[config.mk]
export PLATFORM = sky130hd
export DESIGN_NAME = dlx_execute
export DESIGN_NICKNAME = d
export VERILOG_FILES = /design/src/dlx_isa_pkg.sv /design/src/dlx_pipe_pkg.sv /design/src/dlx_execute.sv
export SDC_FILE = /design/constraint.sdc
export NUM_CORES = 1
export LEC_CHECK = 0
export BUFFER_PORTS_ARGS = -buffer_cell sky130_fd_sc_hd__buf_4
export CAP_MARGIN = 10
export CORE_ASPECT_RATIO = 0.75
export CORE_MARGIN = 2
export CORE_UTILIZATION = 59
export CTS_BUF_LIST = sky130_fd_sc_hd__clkbuf_8
export CTS_CLUSTER_DIAMETER = 200
export DETAILED_ROUTE_END_ITERATION = 10
export PLACE_DENSITY_LB_ADDON = 0.15
export SLEW_MARGIN = 10
export SYNTH_ARGS = -nofsm -noshare
export SYNTH_HDL_FRONTEND = slang
export SYNTH_SLANG_ARGS = --single-unit
[constraint.sdc]
create_clock -name clk -period 7.85 [get_ports clk]
set_clock_uncertainty 0.05 [all_clocks]
set_input_delay 0.785 -clock clk [delete_from_list [all_inputs] [get_ports clk]]
set_output_delay 0.785 -clock clk [all_outputs]
set_load 0.005 [all_outputs]
[src/dlx_isa_pkg.sv]
package dlx_isa_pkg;

   // data word or byte address
   typedef logic [31:0] word_t;
   // raw instruction word
   typedef logic [31:0] instr_t;
   typedef logic [4:0]  reg_idx_t;
   typedef logic [5:0]  opcode_t;
   typedef logic [5:0]  funct_t;
   typedef logic [15:0] imm_t;

   // major opcodes, bits 31:26
   localparam opcode_t OP_RTYPE = 6'h00;
   localparam opcode_t OP_J     = 6'h02;
   localparam opcode_t OP_JAL   = 6'h03;
   localparam opcode_t OP_BEQZ  = 6'h04;
   localparam opcode_t OP_BNEZ  = 6'h05;
   localparam opcode_t OP_ADDI  = 6'h08;
   localparam opcode_t OP_ANDI  = 6'h0c;
   localparam opcode_t OP_ORI   = 6'h0d;
   localparam opcode_t OP_TRAP  = 6'h11;
   localparam opcode_t OP_LB    = 6'h20;
   localparam opcode_t OP_LW    = 6'h23;
   localparam opcode_t OP_SW    = 6'h2b;

   // r-type function codes, bits 5:0
   localparam funct_t FN_NOP = 6'h15;
   localparam funct_t FN_ADD = 6'h20;
   localparam funct_t FN_SUB = 6'h22;
   localparam funct_t FN_AND = 6'h24;
   localparam funct_t FN_OR  = 6'h25;
   localparam funct_t FN_XOR = 6'h26;
   localparam funct_t FN_SLT = 6'h2a;

   // r-type word with funct nop and every other field zero
   localparam instr_t INSTR_NOP = 32'h0000_0015;
   // jal link register
   localparam reg_idx_t REG_LINK = 5'd31;

   typedef enum logic [2:0] {
      ALU_ADD, ALU_SUB, ALU_AND, ALU_OR, ALU_XOR, ALU_SLT, ALU_PASS_B
   } alu_op_t;

endpackage

[src/dlx_pipe_pkg.sv]
package dlx_pipe_pkg;
   import dlx_isa_pkg::*;

   typedef struct packed {
      logic   valid;
      instr_t instr;
      word_t  pc_plus4;
   } if_id_t;

   typedef struct packed {
      logic     valid;
      alu_op_t  alu_op;
      logic     alu_src_imm;
      logic     sign_ext;
      imm_t     imm;
      reg_idx_t rs1;
      reg_idx_t rs2;
      word_t    rs1_val;
      word_t    rs2_val;
      reg_idx_t rd;
      logic     reg_write;
      logic     mem_read;
      logic     mem_write;
      logic     load_byte;
      // jal, operand b becomes pc_plus4
      logic     is_link;
      word_t    pc_plus4;
      logic     is_trap;
   } id_ex_t;

   typedef struct packed {
      logic     valid;
      word_t    alu_result;
      word_t    store_data;
      reg_idx_t rd;
      logic     reg_write;
      logic     mem_read;
      logic     mem_write;
      logic     load_byte;
      logic     is_trap;
   } ex_mem_t;

   typedef struct packed {
      logic     valid;
      reg_idx_t rd;
      logic     reg_write;
      word_t    wb_data;
      logic     is_trap;
   } mem_wb_t;

   // one bypass source, a result that is not yet in the register file
   typedef struct packed {
      logic     reg_write;
      reg_idx_t rd;
      word_t    value;
   } fwd_t;

   // bypass mux, the younger source wins, r0 is never bypassed
   function automatic word_t fwd_pick(fwd_t fwd_new, fwd_t fwd_old, reg_idx_t sel,
                                      word_t base);
      if (sel != '0 && fwd_new.reg_write && fwd_new.rd == sel) return fwd_new.value;
      if (sel != '0 && fwd_old.reg_write && fwd_old.rd == sel) return fwd_old.value;
      return base;
   endfunction

endpackage

[src/dlx_execute.sv]
module dlx_execute import dlx_isa_pkg::*, dlx_pipe_pkg::*; (
   input  logic    clk,
   input  logic    rst_n,
   input  id_ex_t  id_ex,
   input  fwd_t    fwd_wb,
   output ex_mem_t ex_mem,
   output fwd_t    fwd_mem
);
   word_t   op_a;
   word_t   rs2_val;
   word_t   ext_imm;
   word_t   op_b;
   word_t   alu_out;
   ex_mem_t ex_mem_d;

   // EX/MEM has priority over MEM/WB
   assign op_a    = fwd_pick(fwd_mem, fwd_wb, id_ex.rs1, id_ex.rs1_val);
   assign rs2_val = fwd_pick(fwd_mem, fwd_wb, id_ex.rs2, id_ex.rs2_val);

   assign ext_imm = id_ex.sign_ext ? {{16{id_ex.imm[15]}}, id_ex.imm} : {16'b0, id_ex.imm};

   // jal routes its return address through operand b
   assign op_b = id_ex.is_link     ? id_ex.pc_plus4 :
                 id_ex.alu_src_imm ? ext_imm        : rs2_val;

   always_comb begin
      case (id_ex.alu_op)
         ALU_ADD: alu_out = op_a + op_b;
         ALU_SUB: alu_out = op_a - op_b;
         ALU_AND: alu_out = op_a & op_b;
         ALU_OR:  alu_out = op_a | op_b;
         ALU_XOR: alu_out = op_a ^ op_b;
         // signed compare
         ALU_SLT: alu_out = {31'b0, $signed(op_a) < $signed(op_b)};
         // pass_b
         default: alu_out = op_b;
      endcase
   end

   always_comb begin
      ex_mem_d            = '0;
      ex_mem_d.valid      = id_ex.valid;
      ex_mem_d.alu_result = alu_out;
      // store data after bypass
      ex_mem_d.store_data = rs2_val;
      ex_mem_d.rd         = id_ex.rd;
      ex_mem_d.reg_write  = id_ex.reg_write;
      ex_mem_d.mem_read   = id_ex.mem_read;
      ex_mem_d.mem_write  = id_ex.mem_write;
      ex_mem_d.load_byte  = id_ex.load_byte;
      ex_mem_d.is_trap    = id_ex.is_trap;
   end

   always_ff @(posedge clk) begin
      ex_mem <= ex_mem_d;
      if (!rst_n) begin
         ex_mem.valid     <= 1'b0;
         ex_mem.reg_write <= 1'b0;
         ex_mem.mem_read  <= 1'b0;
         ex_mem.mem_write <= 1'b0;
         ex_mem.is_trap   <= 1'b0;
      end
   end

   // a load holds its address here, not its data, so it is not offered
   assign fwd_mem.reg_write = ex_mem.reg_write && !ex_mem.mem_read;
   assign fwd_mem.rd        = ex_mem.rd;
   assign fwd_mem.value     = ex_mem.alu_result;

endmodule

==> results.py <==
metrics = {
    "placed_design": {
        "io_buffers": 291,
        "post-place-ws_ns": 1.74,
        "place_area_um2": 11600,
        "dp_hpwl_um": 32700,
        "dp_cells": 1757,
        "place.gp.congestion": 1.07,
    },
    "synthesis": {
        "synth_seq_area_share": 0.152,
        "ys_types": 86,
        "synthesis.nets": 1654,
        "synth_edf_count": 0,
        "synth-seq-cells": 75,
        "syn-instance-count": 1372,
        "synth.avg_cell_area_um2": 7.20,
        "ys_warn_count": 0,
        "synth_ff_type": "dfxtp_1",
        "synth_area_um2": 9880,
        "yosys-top-cells-area": "dfxtp_1, ha_1, mux2i_1, o21ai_0, a21oi_1",
        "yosys.area.top_type_share": 0.152,
        "async_flop_share": 0,
        "yosys.area.top_type": "dfxtp_1",
    },
    "drt": {
        "drt.antenna.violating_nets": 0,
        "drt_wl_total_um": 42200,
        "first_iter_violations": 1940,
        "vias": 11700,
        "dr.pass1.iters": 10,
        "viasPerCell": 6.61,
        "wire_per_inst_um": 23.8,
        "post-route-drc-count": 0,
    },
    "power_and_ir_drop": {
        "peakVddDrop_uv": 85.3,
        "p_leak_uw": 0.00527,
        "p_sw_frac": 0.453,
        "p_clk_frac": 0.186,
        "comb_power_share": 0.535,
        "cellInternalPower_uw": 963,
        "powerDensity_nw_per_um2": 149,
        "p_seq_frac": 0.279,
        "p_sw_uw": 799,
    },
    "layout": {
        "multi_input_area_um2": 7200,
        "area_growth_pct": 19.5,
        "nNetsFinal": 1840,
        "largest_reg_flops": 75,
        "regArea_um2": 1500,
        "fillers": 1320,
        "fin_cells": 1773,
        "top_register": "ex_mem",
        "layout-drive-gt1-share": 0.217,
        "post-route-cell-area_um2": 11800,
        "top_regs": "ex_mem (75)",
    },
    "timing": {
        "setup_violations": 0,
        "tns_ns": 0,
        "setup_ws_ns": 1.95,
        "worstMarginPinSlew_ns": 1.16,
        "min_period_over_period": 0.751,
        "fmax_ghz": 0.170,
        "whs_ns": 0.442,
        "maxSlewViolCount": 0,
        "rsz0062_at_grt": "no",
        "period_needed_ns": 5.90,
        "slew_headroom": 0.216,
        "hold_violations": 0,
    },
    "worst_setup_path": {
        "cpMostUsedCell": "a21oi_1",
        "cp.arrival_ns": 6.14,
        "r2r-start": "ex_mem[9]",
        "worstSetupStartpoint": "id_ex[110]",
        "worstSetupPathType": "input port to flip-flop",
        "critPathRequiredTime_ns": 8.09,
        "reg2reg_depth": 18,
        "start_kind": "input port",
        "path_depth": 21,
        "crit_slowest_cell": "or4_1",
        "crit_fanout": 32,
        "cp_num_buf_inv": 3,
        "r2r-end": "ex_mem[62]",
        "crit_chain": "buf_4 > or4_1 > nor2_1 > nor4_4 > buf_4 > mux2i_1 > o21ai_0 > nand2_1 > a21oi_1 > a21oi_1 > inv_1 > ha_1 > fa_1 > a221oi_1 > o31ai_1 > a311o_1 > a21oi_1 > o22a_1 > xnor2_1 > o22ai_1 > mux2_2",
        "cp_top_family": "compound AO/OA/AOI/OAI gates",
        "max_stage_delay_ns": 0.54,
        "reg2reg_slack_ns": 2.01,
        "cp-end-kind": "flip-flop",
        "crit_path_end": "ex_mem[62]",
    },
    "grt": {
        "antenna_found_initial": 1,
        "grt_pass1_wl_um": 61500,
        "grtUsageTotal": 0.449,
        "grt_max_degree": 86,
        "grt.overflow.total": 0,
        "grt_pass1_vias": 10600,
    },
    "clock_network": {
        "h-tree-depth": 3,
        "cts.repair.resized": 0,
        "cts_tree": "yes",
        "root_buffer": "clkbuf_8",
        "postCtsSetupRepairBufs": 0,
        "postCtsHoldBufs": 0,
        "cts.clk_slew.worst_paths_ns": 0.10,
        "cts_buffers": 9,
        "clkLatencyLatePin_ns": 0.39,
        "clock_path_buffers": 2,
        "cts_sinks": 75,
    },
    "floorplanning": {
        "start_util": 0.609,
        "ios": 292,
        "die-area_um2": 17800,
        "die_w_um": 153,
        "fp.dieH_um": 116,
        "core_um2": 16200,
        "row_count": 40,
    },
    "run": {
        "cap_violations": 0,
    },
    "run_status": {
        "outcome": "finished, final reports clean",
    },
    "worst_hold_path": {
        "hold_class": "input port to flip-flop",
    },
}
worst register-to-register path, delay by kind of cell, from the launching register on:
kind	cells	cell delay, ns
compound gates	9	2.65
mux	1	0.30
simple gates	3	1.12
flops	1	0.48
fa+ha+maj	2	0.73
xor+xnor	2	0.29
buf+inv	1	0.12
cell usage after synthesis, types with 28 or more instances:
library cell and count:
clkbuf_1 53, nand2_1 159, inv_1 106, dfxtp_1 75, mux2i_1 77, nor2_1 76, o21ai_0 145, ha_1 101
nor3_1 32, o21ai_1 28, a21oi_1 125, buf_4 41, xnor2_1 35
worst min path at each step:
| stage | startpoint | cells after the start | slack [ns] | endpoint |
|---|---|---|---|---|
| after floorplan | ex_mem[43] | 2 | 0.44 | ex_mem[11] |
| after global placement | ex_mem[66] | 2 | 0.47 | ex_mem[34] |
| after detailed placement | ex_mem[66] | 2 | 0.47 | ex_mem[34] |
| after CTS | id_ex[34] | 1 | 0.44 | ex_mem[1] |
| after global routing | id_ex[34] | 1 | 0.44 | ex_mem[1] |
| final | id_ex[34] | 1 | 0.44 | ex_mem[1] |
layout make-up:
| type | count | share of cell area |
|---|---|---|
| Inverter | 108 | 0.0343 |
| Timing Repair Buffer | 299 | 0.190 |
| Multi-Input combinational cell | 1065 | 0.610 |
| Antenna cell | 1 | 0.000212 |
| Clock buffer | 9 | 0.0105 |
| Sequential cell | 75 | 0.127 |
| Clock inverter | 6 | 0.00562 |
| Tap cell | 210 | 0.0223 |
power groups by stage:
stage | sequential [uW] | clock [uW] | combinational [uW]
2_1_floorplan | 469 | 0 | 599
4_1_cts | 485 | 321 | 900
3_3_place_gp | 492 | 0 | 882
3_5_place_dp | 494 | 0 | 896
5_1_grt | 493 | 332 | 1000
6_report | 492 | 327 | 942
cells in the final DEF (no fill, tap or decap), types with 4 or more instances in the layout:
master / instances
nor4_1: 6
o2111ai_1: 4
o21ai_0: 145
o31ai_1: 6
o211ai_1: 8
buf_4: 299
nand3_1: 15
nand2_1: 159
nor2_1: 75
o22ai_1: 6
a21oi_1: 125
a31oi_1: 12
xor2_1: 7
o21ai_1: 28
and2_1: 12
o221ai_1: 7
mux2i_1: 77
inv_1: 105
a211oi_1: 15
ha_1: 101
nand4_1: 8
nor2b_1: 8
a22oi_1: 19
a21o_1: 18
xnor2_1: 35
o41ai_1: 4
clkbuf_8: 9
nand2b_1: 5
nand3b_1: 6
a221oi_1: 5
o21a_1: 7
a22o_1: 6
o21bai_1: 16
nor3_1: 32
o2bb2ai_1: 8
dfxtp_1: 75
a211o_1: 8
cell families after synthesis:
logic type | synth area share
fa+ha+maj | 0.132
xor+xnor | 0.0372
flops | 0.152
mux | 0.0826
compound gates | 0.315
buf+inv | 0.121
simple gates | 0.160
per-layer routing:
| layer | vias up | track usage | share of wire |
|---|---|---|---|
| met5 | - | 0 | 0 |
| met4 | 0 | 0.121 | 0.026 |
| met3 | 113 | 0.191 | 0.16 |
| met2 | 923 | 0.635 | 0.41 |
| met1 | 5462 | 0.625 | 0.41 |
| li1 | 5218 | - | - |
per-stage QoR:
stage	total power (uW)	utilization
CTS	1710	0.728
detailed placement	1390	0.716
global route	1830	0.728
floorplan	1070	-
finish	1760	0.728
global placement	1370	0.716
No activity file was read; power rests on OpenSTA's default activity.
