File: src/dlx_isa_pkg.sv
package dlx_isa_pkg;

   // data word or byte address
   typedef logic [31:0] word_t;
   // raw instruction word
   typedef logic [31:0] instr_t;
   typedef logic [4:0]  reg_idx_t;
   typedef logic [5:0]  opcode_t;
   typedef logic [5:0]  funct_t;
   typedef logic [15:0] imm_t;

   // major opcodes, bits 31:26
   localparam opcode_t OP_RTYPE = 6'h00;
   localparam opcode_t OP_J     = 6'h02;
   localparam opcode_t OP_JAL   = 6'h03;
   localparam opcode_t OP_BEQZ  = 6'h04;
   localparam opcode_t OP_BNEZ  = 6'h05;
   localparam opcode_t OP_ADDI  = 6'h08;
   localparam opcode_t OP_ANDI  = 6'h0c;
   localparam opcode_t OP_ORI   = 6'h0d;
   localparam opcode_t OP_TRAP  = 6'h11;
   localparam opcode_t OP_LB    = 6'h20;
   localparam opcode_t OP_LW    = 6'h23;
   localparam opcode_t OP_SW    = 6'h2b;

   // r-type function codes, bits 5:0
   localparam funct_t FN_NOP = 6'h15;
   localparam funct_t FN_ADD = 6'h20;
   localparam funct_t FN_SUB = 6'h22;
   localparam funct_t FN_AND = 6'h24;
   localparam funct_t FN_OR  = 6'h25;
   localparam funct_t FN_XOR = 6'h26;
   localparam funct_t FN_SLT = 6'h2a;

   // r-type word with funct nop and every other field zero
   localparam instr_t INSTR_NOP = 32'h0000_0015;
   // jal link register
   localparam reg_idx_t REG_LINK = 5'd31;

   typedef enum logic [2:0] {
      ALU_ADD, ALU_SUB, ALU_AND, ALU_OR, ALU_XOR, ALU_SLT, ALU_PASS_B
   } alu_op_t;

endpackage

File: src/dlx_pipe_pkg.sv
package dlx_pipe_pkg;
   import dlx_isa_pkg::*;

   typedef struct packed {
      logic   valid;
      instr_t instr;
      word_t  pc_plus4;
   } if_id_t;

   typedef struct packed {
      logic     valid;
      alu_op_t  alu_op;
      logic     alu_src_imm;
      logic     sign_ext;
      imm_t     imm;
      reg_idx_t rs1;
      reg_idx_t rs2;
      word_t    rs1_val;
      word_t    rs2_val;
      reg_idx_t rd;
      logic     reg_write;
      logic     mem_read;
      logic     mem_write;
      logic     load_byte;
      // jal, operand b becomes pc_plus4
      logic     is_link;
      word_t    pc_plus4;
      logic     is_trap;
   } id_ex_t;

   typedef struct packed {
      logic     valid;
      word_t    alu_result;
      word_t    store_data;
      reg_idx_t rd;
      logic     reg_write;
      logic     mem_read;
      logic     mem_write;
      logic     load_byte;
      logic     is_trap;
   } ex_mem_t;

   typedef struct packed {
      logic     valid;
      reg_idx_t rd;
      logic     reg_write;
      word_t    wb_data;
      logic     is_trap;
   } mem_wb_t;

   // one bypass source, a result that is not yet in the register file
   typedef struct packed {
      logic     reg_write;
      reg_idx_t rd;
      word_t    value;
   } fwd_t;

   // bypass mux, the younger source wins, r0 is never bypassed
   function automatic word_t fwd_pick(fwd_t fwd_new, fwd_t fwd_old, reg_idx_t sel,
                                      word_t base);
      if (sel != '0 && fwd_new.reg_write && fwd_new.rd == sel) return fwd_new.value;
      if (sel != '0 && fwd_old.reg_write && fwd_old.rd == sel) return fwd_old.value;
      return base;
   endfunction

endpackage

File: src/dlx_regfile.sv
module dlx_regfile import dlx_isa_pkg::*; (
   input  logic     clk,
   input  logic     rst_n,
   input  reg_idx_t rs1_sel,
   input  reg_idx_t rs2_sel,
   input  reg_idx_t wr_sel,
   input  logic     wr_en,
   input  word_t    wr_data,
   output word_t    rs1_val,
   output word_t    rs2_val
);
   // r0 has no storage
   word_t regs [1:31];

   // write-through, a same-cycle write shows up on the read port
   function automatic word_t read_port(reg_idx_t sel);
      if (sel == '0) return '0;
      if (wr_en && wr_sel == sel) return wr_data;
      return regs[sel];
   endfunction

   always_comb begin
      rs1_val = read_port(rs1_sel);
      rs2_val = read_port(rs2_sel);
   end

   always_ff @(posedge clk) begin
      if (!rst_n) begin
         for (int i = 1; i < 32; i++) begin
            regs[i] <= '0;
         end
      end else if (wr_en && wr_sel != '0) begin
         regs[wr_sel] <= wr_data;
      end
   end

endmodule

File: src/dlx_decode.sv
module dlx_decode import dlx_isa_pkg::*, dlx_pipe_pkg::*; (
   input  logic   clk,
   input  logic   rst_n,
   input  if_id_t if_id,
   input  fwd_t   fwd_mem,
   input  fwd_t   fwd_wb,
   output id_ex_t id_ex,
   output logic   stall,
   output logic   redirect,
   output word_t  redirect_pc
);
   opcode_t  opcode;
   funct_t   funct;
   reg_idx_t rs1_sel;
   reg_idx_t rs2_sel;
   word_t    rs1_rf;
   word_t    rs2_rf;
   word_t    rs1_val;
   word_t    rs2_val;
   word_t    br_off;
   word_t    jmp_off;
   logic     use_rs1;
   logic     use_rs2;
   logic     is_branch;
   logic     is_jump;
   logic     taken;
   logic     load_use;
   logic     br_dep;
   // load now in EX/MEM, its data is not on fwd_mem yet
   logic     ld_mem_valid;
   reg_idx_t ld_mem_rd;
   id_ex_t   id_ex_d;

   assign opcode  = if_id.instr[31:26];
   assign funct   = if_id.instr[5:0];
   assign rs1_sel = if_id.instr[25:21];
   assign rs2_sel = if_id.instr[20:16];
   assign br_off  = {{16{if_id.instr[15]}}, if_id.instr[15:0]};
   assign jmp_off = {{6{if_id.instr[25]}}, if_id.instr[25:0]};

   // write port comes straight from the MEM/WB bypass
   dlx_regfile regfile_i (
      .clk     (clk),
      .rst_n   (rst_n),
      .rs1_sel (rs1_sel),
      .rs2_sel (rs2_sel),
      .wr_sel  (fwd_wb.rd),
      .wr_en   (fwd_wb.reg_write),
      .wr_data (fwd_wb.value),
      .rs1_val (rs1_rf),
      .rs2_val (rs2_rf)
   );

   assign rs1_val = fwd_pick(fwd_mem, fwd_wb, rs1_sel, rs1_rf);
   assign rs2_val = fwd_pick(fwd_mem, fwd_wb, rs2_sel, rs2_rf);

   always_comb begin
      id_ex_d          = '0;
      id_ex_d.valid    = if_id.valid;
      id_ex_d.alu_op   = ALU_ADD;
      id_ex_d.imm      = if_id.instr[15:0];
      id_ex_d.rs1      = rs1_sel;
      id_ex_d.rs2      = rs2_sel;
      id_ex_d.rs1_val  = rs1_val;
      id_ex_d.rs2_val  = rs2_val;
      // i-type destination by default
      id_ex_d.rd       = rs2_sel;
      id_ex_d.pc_plus4 = if_id.pc_plus4;
      use_rs1          = 1'b0;
      use_rs2          = 1'b0;
      is_branch        = 1'b0;
      is_jump          = 1'b0;
      if (if_id.valid) begin
         case (opcode)
            OP_RTYPE: begin
               id_ex_d.rd        = if_id.instr[15:11];
               // nop and unknown funct codes retire with no effect
               id_ex_d.reg_write = funct inside {FN_ADD, FN_SUB, FN_AND, FN_OR, FN_XOR, FN_SLT};
               use_rs1           = id_ex_d.reg_write;
               use_rs2           = id_ex_d.reg_write;
               case (funct)
                  FN_SUB:  id_ex_d.alu_op = ALU_SUB;
                  FN_AND:  id_ex_d.alu_op = ALU_AND;
                  FN_OR:   id_ex_d.alu_op = ALU_OR;
                  FN_XOR:  id_ex_d.alu_op = ALU_XOR;
                  FN_SLT:  id_ex_d.alu_op = ALU_SLT;
                  default: id_ex_d.alu_op = ALU_ADD;
               endcase
            end
            OP_ADDI, OP_ANDI, OP_ORI: begin
               id_ex_d.alu_src_imm = 1'b1;
               id_ex_d.reg_write   = 1'b1;
               // logical immediates are zero extended
               id_ex_d.sign_ext    = (opcode == OP_ADDI);
               id_ex_d.alu_op      = (opcode == OP_ANDI) ? ALU_AND :
                                     (opcode == OP_ORI)  ? ALU_OR  : ALU_ADD;
               use_rs1             = 1'b1;
            end
            OP_LW, OP_LB: begin
               id_ex_d.alu_src_imm = 1'b1;
               id_ex_d.sign_ext    = 1'b1;
               id_ex_d.mem_read    = 1'b1;
               id_ex_d.reg_write   = 1'b1;
               id_ex_d.load_byte   = (opcode == OP_LB);
               use_rs1             = 1'b1;
            end
            OP_SW: begin
               id_ex_d.alu_src_imm = 1'b1;
               id_ex_d.sign_ext    = 1'b1;
               id_ex_d.mem_write   = 1'b1;
               // rs2 field holds the store data register
               use_rs1             = 1'b1;
               use_rs2             = 1'b1;
            end
            OP_BEQZ, OP_BNEZ: begin
               is_branch = 1'b1;
               use_rs1   = 1'b1;
            end
            OP_J: is_jump = 1'b1;
            OP_JAL: begin
               is_jump           = 1'b1;
               id_ex_d.is_link   = 1'b1;
               id_ex_d.reg_write = 1'b1;
               id_ex_d.rd        = REG_LINK;
               id_ex_d.alu_op    = ALU_PASS_B;
            end
            OP_TRAP: id_ex_d.is_trap = 1'b1;
            default: ;
         endcase
      end
   end

   // load-use, the loaded value exists only after the memory stage
   assign load_use = id_ex.valid && id_ex.mem_read && id_ex.rd != '0 &&
                     ((use_rs1 && rs1_sel == id_ex.rd) || (use_rs2 && rs2_sel == id_ex.rd));
   // branch needs its operand now, wait for results still in flight
   assign br_dep   = is_branch && rs1_sel != '0 &&
                     ((id_ex.reg_write && id_ex.rd == rs1_sel) ||
                      (ld_mem_valid && ld_mem_rd == rs1_sel));
   assign stall    = load_use || br_dep;

   assign taken       = is_jump || (is_branch && ((rs1_val == '0) == (opcode == OP_BEQZ)));
   assign redirect    = taken && !stall;
   assign redirect_pc = if_id.pc_plus4 + (is_jump ? jmp_off : br_off);

   // ID/EX, a stall sends a bubble down
   always_ff @(posedge clk) begin
      id_ex <= id_ex_d;
      if (!rst_n || stall) begin
         id_ex.valid     <= 1'b0;
         id_ex.reg_write <= 1'b0;
         id_ex.mem_read  <= 1'b0;
         id_ex.mem_write <= 1'b0;
         id_ex.is_trap   <= 1'b0;
      end
   end

   always_ff @(posedge clk) begin
      if (!rst_n) begin
         ld_mem_valid <= 1'b0;
      end else begin
         ld_mem_valid <= id_ex.mem_read && id_ex.reg_write;
      end
      ld_mem_rd <= id_ex.rd;
   end

endmodule

File: config.mk
export PLATFORM = sky130hd
export DESIGN_NAME = dlx_decode
export DESIGN_NICKNAME = d
export VERILOG_FILES = /design/src/dlx_isa_pkg.sv /design/src/dlx_pipe_pkg.sv /design/src/dlx_regfile.sv /design/src/dlx_decode.sv
export SDC_FILE = /design/constraint.sdc
export NUM_CORES = 2
export LEC_CHECK = 0
export BUFFER_PORTS_ARGS = -buffer_cell sky130_fd_sc_hd__clkbuf_2
export CAP_MARGIN = 20
export CORE_ASPECT_RATIO = 2
export CORE_UTILIZATION = 45
export CTS_BUF_LIST = sky130_fd_sc_hd__clkbuf_4 sky130_fd_sc_hd__clkbuf_8
export DETAILED_ROUTE_END_ITERATION = 7
export SYNTH_ARGS = -nofsm -noshare
export SYNTH_HDL_FRONTEND = slang
export SYNTH_HIERARCHICAL = 1
export SYNTH_SLANG_ARGS = --single-unit
File: constraint.sdc
create_clock -name clk -period 4.9 [get_ports clk]
set_input_delay 0.49 -clock clk [delete_from_list [all_inputs] [get_ports clk]]
set_output_delay 0.49 -clock clk [all_outputs]
set_load 0.03 [all_outputs]
==> summary.txt <==
Detailed routing
  • DRT iter0 DRCs: roughly 6.8k
  • DRT antenna net count: 0
  • Avg WL per Cell: 39.2 um
  • Final WL: 277,000 um
  • TritonRoute pass-1 iters: 6
  • Via-to-Cell Ratio: around 6.8
  • Via count: just under 50k
  • DRC: 0

Setup path
  • Worst setup path endpoint: redirect
  • CP arrival: around 4.7 ns
  • Flop2flop setup slack: about 2.0 ns
  • Worst reg2reg endpoint: id_ex[0]
  • CP required: about 4.4 ns
  • CP max-delay cell: nand4_1
  • Worst R2R Start: id_ex[40]
  • CP startpoint: regfile_i/regs[21][29]
  • FF-to-FF path depth: 7
  • Critical path startpoint category: flip-flop
  • Slowest stage delay, CP: between 0.5 and 0.6 ns
  • Critical path capture point type: output pin
  • WP buf/inv: 1
  • Worst path cell trace: mux4_2, mux2i_1, a2111oi_0, a311oi_1, a21oi_1, o21ai_0, a31oi_1, nor4_2, nand4_1, o2111ai_1, nand3b_1, clkbuf_8
  • Critical path class: reg2out
  • CP Depth: 12
  • Top Family by Delay on Critical Path: compound AO/OA/AOI/OAI gates
  • Critical Path Fanout Max: 2

Final layout
  • Fin cells: 7,073
  • P&R area growth vs syn: 16.2%
  • FILL cells: around 12k
  • Layout cells sized above 1: about 28%
  • # nets final: 5,245
  • Final Core Density: between 50% and 60%
  • Final instance area: just over 0.07 mm2

Pwr
  • NetSw: between 0.007 and 0.008 W
  • Internal power: roughly 0.017 W
  • Net Sw Frac: roughly 29%
  • Power, Total: roughly 0.024 W
  • Clock power frac: 34.5%
  • Power Dens Cells: about 340 mW/mm2
  • Flop pwr share: between 40% and 50%
  • Pleak: 26.2 nW
  • Gate power share: 17.3%
  • Worst IR drop on VDD: 0.000282 V

Synthesis
  • Synth cell types: 78
  • Largest area contributor in the netlist: edfxtp_1
  • Ys Warns: 6
  • Share of the synthesized area in the top cell type: approximately half
  • Post-synthesis sequential element count: about 1.2k
  • Synth Cell Area: a little over 0.06 mm2
  • Post-Synthesis Cells: between 4k and 5k
  • Area contributors post-synth: edfxtp_1 49%, mux4_2 14%, and2_1 10%
  • Sequential share of the synthesized area: between 50% and 60%
  • Async SR Flop Fraction: 0%
  • Top_reg_cell synth: edfxtp_1
  • Post-synth EDFFs: approximately 1.0k
  • Syn_area_per_cell: ~13 um2

Timing
  • Final setup fails: 1
  • Worst Slack Setup Final: -0.270 ns
  • Fin crit period: about 5.2 ns
  • Worst Tran Pin Value: 1.25 ns
  • F_max: between 0.15 and 0.2 GHz
  • Final hold slack: about 0.056 ns
  • RSZ-0062 raised after global routing: yes
  • Slew Limit Fails: 0
  • Clock Skew: 0.0538 ns
  • Slew headroom: 16.2%
  • Final worst path period share: 106%
  • Final hold violation count: 0

Die
  • Io pins: ~320
  • Starting Density: approximately 45%
  • Core area: 0.137 mm2
  • Die ar.: approximately 0.14 mm2
  • Die width: approximately 270 um
  • DIE HEIGHT: 528 um
  • Row cnt: 192

Clocking
  • H-tree levels: 4
  • Bufs on Longest Clock Path: 4
  • Total CTS buffers: 172
  • Worst-path clk slew: approximately 0.070 ns
  • Root Driver: clkbuf_8
  • TritonCTS clock tree: done
  • Number of clock sinks: about 1.2k
  • Clock latency on the worst-skew pair: between 0.9 and 1 ns

Placement
  • Dpl hpwl: roughly 170,000 um
  • Port bufs: ~320
  • Area post-placement: 0.0677 mm2
  • Placed Instances: 6,634
  • Placer Congestion: just under 1

Worst hold path
  • Worst Hold Class: in2reg

Global route
  • Global-route wire length before repair: around 380,000 um
  • Congestion Overflow GR: 0
  • Pin count of the biggest net entering global routing: 87
  • Initial antenna violation count: 33
  • Total GRT Usage: slightly below 40%
  • Vias in the first global route: 48.7k

Status
  • Failing checks: negative setup slack
  • Status: complete, but fails checks

Flow run
  • MaxCap Viol Count: 0
[cells in the mapped netlist, drive strengths merged, types with 59 or more instances]
| cell type | n |
|---|---|
| nor2 | 115 |
| and2 | 997 |
| buf | 124 |
| dfxtp | 145 |
| a22oi | 87 |
| o22ai | 79 |
| edfxtp | 1024 |
| mux2 | 83 |
| o21ai | 166 |
| clkbuf | 340 |
| nor3 | 80 |
| a21oi | 68 |
| nand2 | 107 |
| mux4 | 380 |
| a31oi | 59 |
| mux2i | 279 |
[power by group through the flow]
stage                     registers [W]  logic (W)  clock network (W)
after floorplan                  0.0121    0.00208                  0
after global placement           0.0119    0.00398                  0
after detailed placement         0.0120    0.00399                  0
after CTS                        0.0117    0.00406            0.00843
after global routing             0.0118    0.00429            0.00875
final                            0.0118    0.00423            0.00842
[worst min-delay path: stages]
cell and delay, ns:
clkbuf_2 0.15, nand2b_1 0.18, nor4b_1 0.08
[how the worst min path moves through the flow]
stage / startpoint / to / cells after the start
2_1_floorplan: if_id[48] / id_ex[107] / 0
3_3_place_gp: id_ex[41] / ld_mem_rd[3] / 0
3_5_place_dp: id_ex[41] / ld_mem_rd[3] / 0
4_1_cts: fwd_mem[23] / id_ex[66] / 3
5_1_grt: fwd_mem[23] / id_ex[66] / 3
6_report: if_id[62] / id_ex[36] / 3
[metrics by stage]
step | setup slack [ns] | setup TNS (ns)
after global routing | -0.357 | -0.357
after detailed placement | 0.0841 | 0
final | -0.270 | -0.270
after CTS | 0.000794 | 0
after floorplan | 0.623 | 0
after global placement | -0.0407 | -0.0407
[registers in the layout, indices dropped and copies added (netlist names)]
| name | count |
|---|---|
| id_ex | 139 |
| regfile_i/regs | 1024 |
| ld_mem_valid | 1 |
| ld_mem_rd | 5 |
[cell type report]
type	instances	area (um2)	share of cell area (%)
clock buffers	237	2970	4.11
inverters	20	75.1	0.104
well taps	1843	2310	3.18
diodes	36	90.1	0.124
flip-flops and latches	1169	33700	46.5
repair buffers	686	5420	7.49
clock inverters	63	494	0.683
multi-input cells	3019	27400	37.8
[cell families (layout without fill, tap and decap cells)]
logic type	count (synthesis)	in the layout	synth area share, %
flip-flops	1169	1169	54.0
XOR/XNOR	73	73	1.03
adder cells (fa/ha/maj)	34	34	0.695
AO/OA/AOI/OAI	666	666	7.24
AND/OR/NAND/NOR	1472	1472	13.8
multiplexers	742	742	19.7
other	1	68	0.00602
buffers and inverters	484	1006	3.50
[timing repair]
item	4_1_cts	5_1_grt
endpoints found under the hold margin	92	0
endpoints found under the setup margin	1	2
hold buffers	89	0
resized for setup	4	28
buffers inserted	0	13
pin swaps	6	18
[cell usage in the layout (no fill, tap or decap), types with 89 or more instances in the layout]
master,netlist,layout
dlygate4sd3_1,0,89
clkbuf_2,0,305
clkbuf_8,0,193
mux4_2,380,380
buf_4,17,224
nand2_1,107,107
mux2i_1,279,275
dfxtp_1,145,145
o21ai_0,162,127
edfxtp_1,1024,1024
and2_1,995,995
[routing by layer]
metal	part of all wire [%]	GRT usage [%]
met5	0.027	0
met4	11	37.1
met3	12	10.7
met1	31	42.0
met2	47	62.7
Power figures use the tool's default switching activity.
